<file path="src/design/fetch_pkg.sv">
/*
 * Shared constants and types for the instruction prefetch subsystem
 * Fetch depth limits, word, address and counter types
 */

`default_nettype none

package fetch_pkg;

  //////////////////////////////////////////////////////////////////////
  // Depth constants
  //////////////////////////////////////////////////////////////////////

  // Most fetches in flight plus buffered in the upper FIFO entries
  localparam int unsigned NUM_REQS = 2;

  // Entry 0 feeds the output, the upper entries match NUM_REQS
  localparam int unsigned FIFO_DEPTH = NUM_REQS + 1;

  //////////////////////////////////////////////////////////////////////
  // Types
  //////////////////////////////////////////////////////////////////////

  // One word as returned by the memory bus
  typedef logic [31:0] word_t;

  // Byte address, instruction addresses are half-word aligned
  typedef logic [31:0] addr_t;

  // Holds 0 to NUM_REQS
  typedef logic [$clog2(NUM_REQS + 1)-1:0] ptr_t;

endpackage

`default_nettype wire

</file>
<file path="src/design/fetch_fifo.sv">
/*
 * Fetch FIFO with input bypass and compressed-instruction aligner
 * Instruction address register, split-instruction error marking
 */

`timescale 1ns/1ps
`default_nettype none

module fetch_fifo (
  input  logic                           clk_i,
  input  logic                           rst_ni,

  // Flush and restart address
  input  logic                           clear_i,
  input  fetch_pkg::addr_t               clear_addr_i,
  output logic [fetch_pkg::NUM_REQS-1:0] busy_o,

  // Words from the bus
  input  logic                           in_valid_i,
  input  fetch_pkg::word_t               in_rdata_i,
  input  logic                           in_err_i,

  // Instructions to the core
  output logic                           out_valid_o,
  input  logic                           out_ready_i,
  output fetch_pkg::addr_t               out_addr_o,
  output fetch_pkg::word_t               out_rdata_o,
  output logic                           out_err_o,
  output logic                           out_err_plus2_o
);

  import fetch_pkg::*;

  // Entry 0 is the oldest word and feeds the output
  word_t [FIFO_DEPTH-1:0] rdata_q, rdata_d, rdata_above;
  logic  [FIFO_DEPTH-1:0] err_q, err_d, err_above;
  logic  [FIFO_DEPTH-1:0] valid_q, valid_d, valid_above;
  logic  [FIFO_DEPTH-1:0] free_slot;
  logic  [FIFO_DEPTH-1:0] filled, filled_above;
  logic  [FIFO_DEPTH-1:0] entry_en;

  logic  pop;
  logic  unaligned;
  logic  step_two;
  logic  aligned_c, unaligned_c;

  word_t head_rdata, split_rdata;
  logic  head_err, head_valid;
  logic  split_err, split_plus2, split_valid;

  addr_t instr_addr_q, instr_addr_d;
  logic  instr_addr_en;

  //////////////////////////////////////////////////////////////////////
  // Head word with bypass
  //////////////////////////////////////////////////////////////////////

  // Empty FIFO hands the bus word straight through
  assign head_rdata = valid_q[0] ? rdata_q[0] : in_rdata_i;
  assign head_err   = valid_q[0] ? err_q[0]   : in_err_i;
  assign head_valid = valid_q[0] | in_valid_i;

  // Size decode, data under an error is meaningless
  // Aligned error word counts as 32-bit, unaligned error start as 16-bit
  assign aligned_c   = (head_rdata[1:0] != 2'b11) & ~head_err;
  assign unaligned_c = (head_rdata[17:16] != 2'b11) | head_err;

  //////////////////////////////////////////////////////////////////////
  // Aligner
  //////////////////////////////////////////////////////////////////////

  // Upper half of the head word plus lower half of the next word
  // Next word comes from entry 1 or from the bus
  assign split_rdata = valid_q[1] ? {rdata_q[1][15:0], head_rdata[31:16]} :
                                    {in_rdata_i[15:0], head_rdata[31:16]};

  // Second word only matters when the instruction really is 32-bit
  assign split_err = valid_q[1] ?
                     (err_q[0] | (err_q[1] & ~unaligned_c)) :
                     ((valid_q[0] & err_q[0]) |
                      (in_err_i & (~valid_q[0] | ~unaligned_c)));

  // Error sits only in the second word of a split instruction
  assign split_plus2 = ~unaligned_c &
                       (valid_q[1] ? (err_q[1] & ~err_q[0]) :
                                     (valid_q[0] & in_err_i & ~err_q[0]));

  // Both halves must be present
  assign split_valid = valid_q[1] | (valid_q[0] & in_valid_i);

  assign unaligned = instr_addr_q[1];

  always_comb begin
    if (unaligned) begin
      out_rdata_o     = split_rdata;
      out_err_o       = split_err;
      out_err_plus2_o = split_plus2;
      // Compressed one fits in the head word alone
      out_valid_o     = unaligned_c ? head_valid : split_valid;
    end else begin
      out_rdata_o     = head_rdata;
      out_err_o       = head_err;
      out_err_plus2_o = 1'b0;
      out_valid_o     = head_valid;
    end
  end

  //////////////////////////////////////////////////////////////////////
  // Instruction address
  //////////////////////////////////////////////////////////////////////

  assign step_two      = unaligned ? unaligned_c : aligned_c;
  assign instr_addr_en = clear_i | (out_valid_o & out_ready_i);
  assign instr_addr_d  = clear_i ? clear_addr_i :
                         instr_addr_q + (step_two ? addr_t'(2) : addr_t'(4));

  always_ff @(posedge clk_i or negedge rst_ni) begin
    if (!rst_ni) begin
      instr_addr_q <= '0;
    end else if (instr_addr_en) begin
      instr_addr_q <= instr_addr_d;
    end
  end

  assign out_addr_o = instr_addr_q;

  //////////////////////////////////////////////////////////////////////
  // Entry management
  //////////////////////////////////////////////////////////////////////

  // Head word leaves once its upper half is consumed
  // A 16-bit instruction in the lower half leaves the word in place
  assign pop = out_valid_o & out_ready_i & (unaligned | ~aligned_c);

  // Only the upper entries limit new bus requests
  assign busy_o = valid_q[FIFO_DEPTH-1:FIFO_DEPTH-NUM_REQS];

  // Write pointer, first empty entry above the filled ones
  assign free_slot[0] = ~valid_q[0];
  for (genvar i = 1; i < FIFO_DEPTH; i++) begin : g_free
    assign free_slot[i] = ~valid_q[i] & valid_q[i-1];
  end

  // Occupancy after the push, before the shift
  assign filled = valid_q | ({FIFO_DEPTH{in_valid_i}} & free_slot);

  // Neighbour above each entry, nothing above the top one
  assign filled_above = {1'b0, filled[FIFO_DEPTH-1:1]};
  assign valid_above  = {1'b0, valid_q[FIFO_DEPTH-1:1]};
  assign err_above    = {1'b0, err_q[FIFO_DEPTH-1:1]};
  assign rdata_above  = {32'h0, rdata_q[FIFO_DEPTH-1:1]};

  // Clear also wipes a word arriving in the same cycle
  assign valid_d = ~{FIFO_DEPTH{clear_i}} & (pop ? filled_above : filled);

  // Shift down on pop, else load the bus word into the free slot
  assign entry_en = ({FIFO_DEPTH{pop}} & filled_above) |
                    ({FIFO_DEPTH{in_valid_i & ~pop}} & free_slot);

  for (genvar i = 0; i < FIFO_DEPTH; i++) begin : g_next
    assign rdata_d[i] = valid_above[i] ? rdata_above[i] : in_rdata_i;
    assign err_d[i]   = valid_above[i] ? err_above[i]   : in_err_i;
  end

  //////////////////////////////////////////////////////////////////////
  // Registers
  //////////////////////////////////////////////////////////////////////

  always_ff @(posedge clk_i or negedge rst_ni) begin
    if (!rst_ni) begin
      valid_q <= '0;
    end else begin
      valid_q <= valid_d;
    end
  end

  // Entry payload, loaded on push or shift
  always_ff @(posedge clk_i) begin
    for (int i = 0; i < FIFO_DEPTH; i++) begin
      if (entry_en[i]) begin
        rdata_q[i] <= rdata_d[i];
        err_q[i]   <= err_d[i];
      end
    end
  end

  //////////////////////////////////////////////////////////////////////
  // Assertions
  //////////////////////////////////////////////////////////////////////

  // Controller must stop requesting before the top entry fills
  a_no_push_full : assert property (@(posedge clk_i) disable iff (!rst_ni)
    (in_valid_i && !pop) |-> !valid_q[FIFO_DEPTH-1]);

  // Shift and load in one cycle also needs room at the top
  a_no_push_pop_full : assert property (@(posedge clk_i) disable iff (!rst_ni)
    (in_valid_i && pop) |-> !valid_q[FIFO_DEPTH-1]);

endmodule

`default_nettype wire

</file>
<file path="src/design/fetch_req_ctrl.sv">
/*
 * Bus request controller for the prefetch subsystem
 * Fetch address register, outstanding and discard counters, push to FIFO
 */

`timescale 1ns/1ps
`default_nettype none

module fetch_req_ctrl (
  input  logic                           clk_i,
  input  logic                           rst_ni,

  // Core redirect
  input  logic                           branch_i,
  input  fetch_pkg::addr_t               branch_addr_i,

  // Fill state of the upper FIFO entries
  input  logic [fetch_pkg::NUM_REQS-1:0] busy_i,

  // Memory bus
  output logic                           req_o,
  output fetch_pkg::addr_t               bus_addr_o,
  input  logic                           gnt_i,
  input  logic                           rvalid_i,
  input  fetch_pkg::word_t               rdata_i,
  input  logic                           err_i,

  // FIFO write side
  output logic                           push_o,
  output fetch_pkg::word_t               push_data_o,
  output logic                           push_err_o,
  output logic                           clear_o,
  output fetch_pkg::addr_t               clear_addr_o
);

  import fetch_pkg::*;

  addr_t                 fetch_addr_q;
  ptr_t                  outstanding_q, outstanding_d;
  ptr_t                  discard_q, discard_d;
  ptr_t                  busy_cnt;
  logic [$bits(ptr_t):0] in_use;
  logic                  fetch_en_q;
  logic                  accept;
  logic                  drop;

  //////////////////////////////////////////////////////////////////////
  // Request issue
  //////////////////////////////////////////////////////////////////////

  // Number of upper FIFO entries holding data
  always_comb begin
    busy_cnt = '0;
    for (int i = 0; i < NUM_REQS; i++) begin
      busy_cnt = busy_cnt + ptr_t'(busy_i[i]);
    end
  end

  // Words that already own a slot, in flight or buffered
  assign in_use = {1'b0, outstanding_q} + {1'b0, busy_cnt};

  // Nothing is fetched until the first branch gives a start address
  // The sum can only shrink while a request waits, so req_o holds
  assign req_o  = fetch_en_q & (in_use < NUM_REQS);
  assign accept = req_o & gnt_i;

  assign bus_addr_o = fetch_addr_q;

  // Branch wins over the step, an old grant in the same cycle is stale
  always_ff @(posedge clk_i or negedge rst_ni) begin
    if (!rst_ni) begin
      fetch_addr_q <= '0;
      fetch_en_q   <= 1'b0;
    end else if (branch_i) begin
      fetch_addr_q <= {branch_addr_i[31:2], 2'b00};
      fetch_en_q   <= 1'b1;
    end else if (accept) begin
      fetch_addr_q <= fetch_addr_q + addr_t'(4);
    end
  end

  //////////////////////////////////////////////////////////////////////
  // Response tracking
  //////////////////////////////////////////////////////////////////////

  // Granted minus returned
  assign outstanding_d = outstanding_q + ptr_t'(accept) - ptr_t'(rvalid_i);

  // Response belongs to a fetch from before a branch
  assign drop = rvalid_i & (discard_q != '0);

  // Every request still open after a branch edge is stale
  always_comb begin
    discard_d = discard_q;
    if (branch_i) begin
      discard_d = outstanding_d;
    end else if (drop) begin
      discard_d = discard_q - ptr_t'(1);
    end
  end

  always_ff @(posedge clk_i or negedge rst_ni) begin
    if (!rst_ni) begin
      outstanding_q <= '0;
      discard_q     <= '0;
    end else begin
      outstanding_q <= outstanding_d;
      discard_q     <= discard_d;
    end
  end

  //////////////////////////////////////////////////////////////////////
  // FIFO write side
  //////////////////////////////////////////////////////////////////////

  // No push in the branch cycle, the clear would drop it anyway
  // and the bypass would show stale data to the core
  assign push_o      = rvalid_i & ~drop & ~branch_i;
  assign push_data_o = rdata_i;
  assign push_err_o  = err_i;

  // FIFO empties and reloads its address on the same edge
  assign clear_o      = branch_i;
  assign clear_addr_o = branch_addr_i;

  //////////////////////////////////////////////////////////////////////
  // Assertions
  //////////////////////////////////////////////////////////////////////

  // Bus only answers requests that were granted
  a_rvalid_needs_req : assert property (@(posedge clk_i) disable iff (!rst_ni)
    rvalid_i |-> (outstanding_q != '0));

  // FIFO busy feedback keeps the bus window bounded
  a_outstanding_max : assert property (@(posedge clk_i) disable iff (!rst_ni)
    outstanding_q <= NUM_REQS);

  // Waiting request keeps its address until granted, a branch may move it
  a_req_stable : assert property (@(posedge clk_i) disable iff (!rst_ni)
    (req_o && !gnt_i && !branch_i) |=> (req_o && $stable(bus_addr_o)));

endmodule

`default_nettype wire

</file>
<file path="src/design/prefetch_top.sv">
/*
 * Prefetch subsystem top level
 * Request controller feeding the fetch FIFO
 */

`timescale 1ns/1ps
`default_nettype none

module prefetch_top (
  input  logic             clk_i,
  input  logic             rst_ni,

  // Core side
  input  logic             branch_i,
  input  fetch_pkg::addr_t branch_addr_i,
  input  logic             ready_i,
  output logic             valid_o,
  output fetch_pkg::word_t rdata_o,
  output fetch_pkg::addr_t addr_o,
  output logic             err_o,
  output logic             err_plus2_o,

  // Memory bus side
  output logic             req_o,
  output fetch_pkg::addr_t bus_addr_o,
  input  logic             gnt_i,
  input  logic             rvalid_i,
  input  fetch_pkg::word_t rdata_i,
  input  logic             err_i
);

  import fetch_pkg::*;

  // Controller to FIFO
  logic                fifo_push;
  word_t               fifo_wdata;
  logic                fifo_werr;
  logic                fifo_clear;
  addr_t               clr_addr;
  // FIFO back to controller
  logic [NUM_REQS-1:0] fifo_busy;

  fetch_req_ctrl i_fetch_req_ctrl (
    .clk_i         (clk_i),
    .rst_ni        (rst_ni),
    .branch_i      (branch_i),
    .branch_addr_i (branch_addr_i),
    .busy_i        (fifo_busy),
    .req_o         (req_o),
    .bus_addr_o    (bus_addr_o),
    .gnt_i         (gnt_i),
    .rvalid_i      (rvalid_i),
    .rdata_i       (rdata_i),
    .err_i         (err_i),
    .push_o        (fifo_push),
    .push_data_o   (fifo_wdata),
    .push_err_o    (fifo_werr),
    .clear_o       (fifo_clear),
    .clear_addr_o  (clr_addr)
  );

  fetch_fifo i_fetch_fifo (
    .clk_i           (clk_i),
    .rst_ni          (rst_ni),
    .clear_i         (fifo_clear),
    .clear_addr_i    (clr_addr),
    .busy_o          (fifo_busy),
    .in_valid_i      (fifo_push),
    .in_rdata_i      (fifo_wdata),
    .in_err_i        (fifo_werr),
    .out_valid_o     (valid_o),
    .out_ready_i     (ready_i),
    .out_addr_o      (addr_o),
    .out_rdata_o     (rdata_o),
    .out_err_o       (err_o),
    .out_err_plus2_o (err_plus2_o)
  );

endmodule

`default_nettype wire

</file>
<file path="config.mk">
export PLATFORM = sky130hd
export DESIGN_NAME = prefetch_top
export DESIGN_NICKNAME = d
export VERILOG_FILES = /design/src/design/fetch_pkg.sv /design/src/design/fetch_fifo.sv /design/src/design/fetch_req_ctrl.sv /design/src/design/prefetch_top.sv
export SDC_FILE = /design/constraint.sdc
export NUM_CORES = 1
export LEC_CHECK = 0
export BUFFER_PORTS_ARGS = -buffer_cell sky130_fd_sc_hd__buf_2
export CORE_UTILIZATION = 35
export DETAILED_ROUTE_END_ITERATION = 7
export GPL_TIMING_DRIVEN = 0
export PLACE_DENSITY_LB_ADDON = 0.3
export SYNTH_ARGS = -nofsm -noshare
export SYNTH_HDL_FRONTEND = slang
export SYNTH_SLANG_ARGS = --single-unit
export TNS_END_PERCENT = 5
</file>
<file path="constraint.sdc">
create_clock -name clk_i -period 6.25 [get_ports clk_i]
set_clock_uncertainty 0.15 [all_clocks]
set_input_delay 0.625 -clock clk_i [delete_from_list [all_inputs] [get_ports clk_i]]
set_output_delay 0.625 -clock clk_i [all_outputs]
set_load 0.005 [all_outputs]
</file>
==> flow_summary.json <==
{
  "gp_congestion": 0.852,
  "post_dp_cell_area_mm2": 0.0103,
  "r2r_end": "i_fetch_fifo.rdata_above[40]",
  "dp.cells": 1287,
  "die_y_um": 162,
  "maxSlewHeadroom_pct": 26.2,
  "detail-route-antenna-nets": 0,
  "cpMaxStageDelayCell": "a21oi_1",
  "grt_pass1_wl_um": 40100,
  "drcViolationCount": 2,
  "cts_tree": "yes",
  "outcome": "finished with violations",
  "max_stage_delay_ns": 0.90,
  "hold_start": "rdata_i[7]",
  "finalNonFillerCells": 1323,
  "p_leak_uw": 0.00412,
  "grt_max_degree": 53,
  "die_area_mm2": 0.0261,
  "fin_util_pct": 43.6,
  "vias": 7198,
  "htreeDepth": 4,
  "clkTransAtPathRegs_ns": 0.08,
  "synth_warnings": 0,
  "syn_to_final_growth_pct": 22.6,
  "numCtsBuffers": 17,
  "port_buffers": 167,
  "critPathMaxFanout": 10,
  "die_w_um": 162,
  "path_common_cell": "buf_4",
  "synth_edf_count": 99,
  "rsz0062_at_grt": "false",
  "fin_nets": 1056,
  "nFillCells": 2440,
  "start_util_pct": 35.6,
  "powerDensity_mw_per_mm2": 294,
  "initialDrtViolationCount": 563,
  "crit_arrival_ns": 4.36,
  "overflow": 0,
  "final_cell_mix": "172 x buf_2, 99 x edfxtp_1, 83 x mux2_2, 70 x dfrtp_1, 47 x nor2_1",
  "grt.total_usage_pct": 20.4,
  "synth_area_mm2": 0.00891,
  "cts_hold_buf": 1,
  "synth_flop_cell": "edfxtp_1",
  "setup_viol": 0,
  "r2r_start": "i_fetch_fifo.out_addr_o[1]",
  "grt_pass1_vias": 6962,
  "finalCritPeriodShare_pct": 69.6,
  "cp-start-kind": "flop",
  "tightestPinTransition_ns": 1.10,
  "crit_chain": "clkinv_1 > a21oi_1 > a21o_1 > buf_2 > nor3_1 > nor4_2 > buf_4 > buf_6 > buf_4 > buf_4",
  "wl_per_cell_um": 20.1,
  "period_needed_ns": 4.35,
  "failed_checks": "design-rule violations",
  "drive_gt1_share_pct": 31.3,
  "cap_violations": 0,
  "hold_path.class": "in2reg",
  "netlist-cell-type-count": 60,
  "r2r_slack_ns": 1.90,
  "drv_slew": 0,
  "async_flop_share_pct": 41.4,
  "multi_input_area_mm2": 0.00395,
  "yosysSeqAreaShare_pct": 53.0,
  "finalHoldViolCount": 0,
  "postSynthAreaPerCell_um2": 11.4,
  "hold_depth": 1,
  "crit_buf_inv": 6,
  "num_rows": 58,
  "routed_wl_um": 26600,
  "worstSetupEndpointType": "flop",
  "drt_first_pass_iters": 7,
  "cts_resized": 0,
  "hold_ws_ns": 0.239,
  "antenna_found_initial": 2,
  "ff_latch_area_mm2": 0.00472,
  "ios": 171,
  "coreArea_mm2": 0.0250,
  "cp.required_ns": 6.26,
  "cts_setup_buffers": 0,
  "holdPathEnd": "i_fetch_fifo.rdata_above[39]",
  "hpwl_um": 19700,
  "viasPerCell": 5.44,
  "clock_path_buffers": 2,
  "final_common_cell": "buf_2",
  "reg2regPathDepth": 10,
  "netlist_instances": 778,
  "insertion_delay_ns": 0.43,
  "ys_ff_latch": 169,
  "critical-path-top-delay-family": "buffers and inverters",
  "path_class": "reg2reg",
  "fmax_mhz": 230,
  "cts_sinks": 169,
  "ir_drop_v": 0.000179,
  "stdcell_area_mm2": 0.0109,
  "cts_root_buffer": "clkbuf_16"
}
[worst register-to-register path: cells and delay by family (launching register included)]
kind / cells / cell delay (ns)
compound gates: 2 / 1.22
buf+inv: 6 / 1.33
flops: 1 / 0.46
simple gates: 2 / 0.91
[cell usage after synthesis (all sizes together) (6+ instances only)]
library cell   n  area share [%]
nand4         19             1.4
o31a           7            0.69
and3          16             1.1
nand2         32             1.3
xnor2         21             2.1
nor2b         17             1.2
edfxtp        99              33
o21ai         11            0.62
a31oi          9            0.63
nor4          14            0.98
nor3          30             1.7
a21oi         46             2.6
buf           19             1.1
inv           14            0.59
nand3         27             1.5
nor2          47             2.0
o31ai         13             1.1
a211oi        27             2.3
dfrtp         70              20
mux2i         20             2.2
and2           6            0.42
nand2b        13            0.91
a21boi        10            0.84
xor2          12             1.2
ha             7            0.98
mux2          83              10
and4          12             1.2
clkbuf        28             1.2
or4            9            0.76
[where the power goes]
group | switching [µW] | leakage, µW | internal, µW
Sequential | 88.4 | 0.00171 | 1280
Combinational | 462 | 0.00212 | 317
Clock | 522 | 0.000292 | 539
[cell type report]
class,count,share of cell area (%)
Sequential cell,169,43.3
Timing Repair Buffer,179,8.99
Antenna cell,3,0.0687
Inverter,15,0.516
Multi-Input combinational cell,548,36.1
Clock buffer,17,3.90
Tap cell,330,3.78
Buffer,47,1.82
Clock inverter,15,1.51
[worst max path at each step]
stage,slack (ns),cells past startpoint,to,startpoint
2_1_floorplan,0.43,8,i_fetch_fifo.err_q[2],branch_i
3_3_place_gp,-2.61,8,i_fetch_fifo.rdata_above[55],branch_i
3_5_place_dp,1.66,12,i_fetch_fifo.rdata_above[56],branch_i
4_1_cts,1.90,10,i_fetch_fifo.rdata_above[40],i_fetch_fifo.out_addr_o[1]
5_1_grt,1.71,10,i_fetch_fifo.rdata_above[40],i_fetch_fifo.out_addr_o[1]
6_report,1.90,10,i_fetch_fifo.rdata_above[40],i_fetch_fifo.out_addr_o[1]
[sequential cells by signal, indices dropped and copies added (netlist names)]
name	cells
i_fetch_req_ctrl.discard_q	2
i_fetch_req_ctrl.bus_addr_o	30
i_fetch_fifo.rdata_q	32
i_fetch_fifo.out_addr_o	32
i_fetch_fifo.err_q	3
i_fetch_req_ctrl.outstanding_q	2
i_fetch_fifo.rdata_above	64
i_fetch_fifo.valid_q	3
i_fetch_req_ctrl.fetch_en_q	1
[cell families after synthesis]
kind of cell,after synthesis,share of synthesized area [%]
buffers and inverters,62,2.87
DFF,169,53.0
other,1,0.0421
and+or+nand+nor,257,15.9
muxes,103,12.7
adders and majority gates,8,1.21
xor gates and xnor gates,33,3.25
AOI/OAI and AO/OA,145,11.0
[stage by stage]
step	total power (µW)	worst slack, ns	TNS [ns]
CTS	3240	1.90	0
detailed placement	2170	1.66	0
finish	3210	1.90	0
global route	3370	1.71	0
global placement	2150	-2.61	-122.66
floorplan	1820	0.432	0
[per-layer routing]
| layer | track usage (%) | up-vias | wire [µm] |
|---|---|---|---|
| li1 | - | 3374 | - |
| met1 | 26.1 | 3508 | 11200 |
| met2 | 34.0 | 291 | 12800 |
| met3 | 5.39 | 25 | 2360 |
| met4 | 5.19 | 0 | 292 |
| met5 | 0 | - | 0 |
Power figures use the tool's default switching activity.
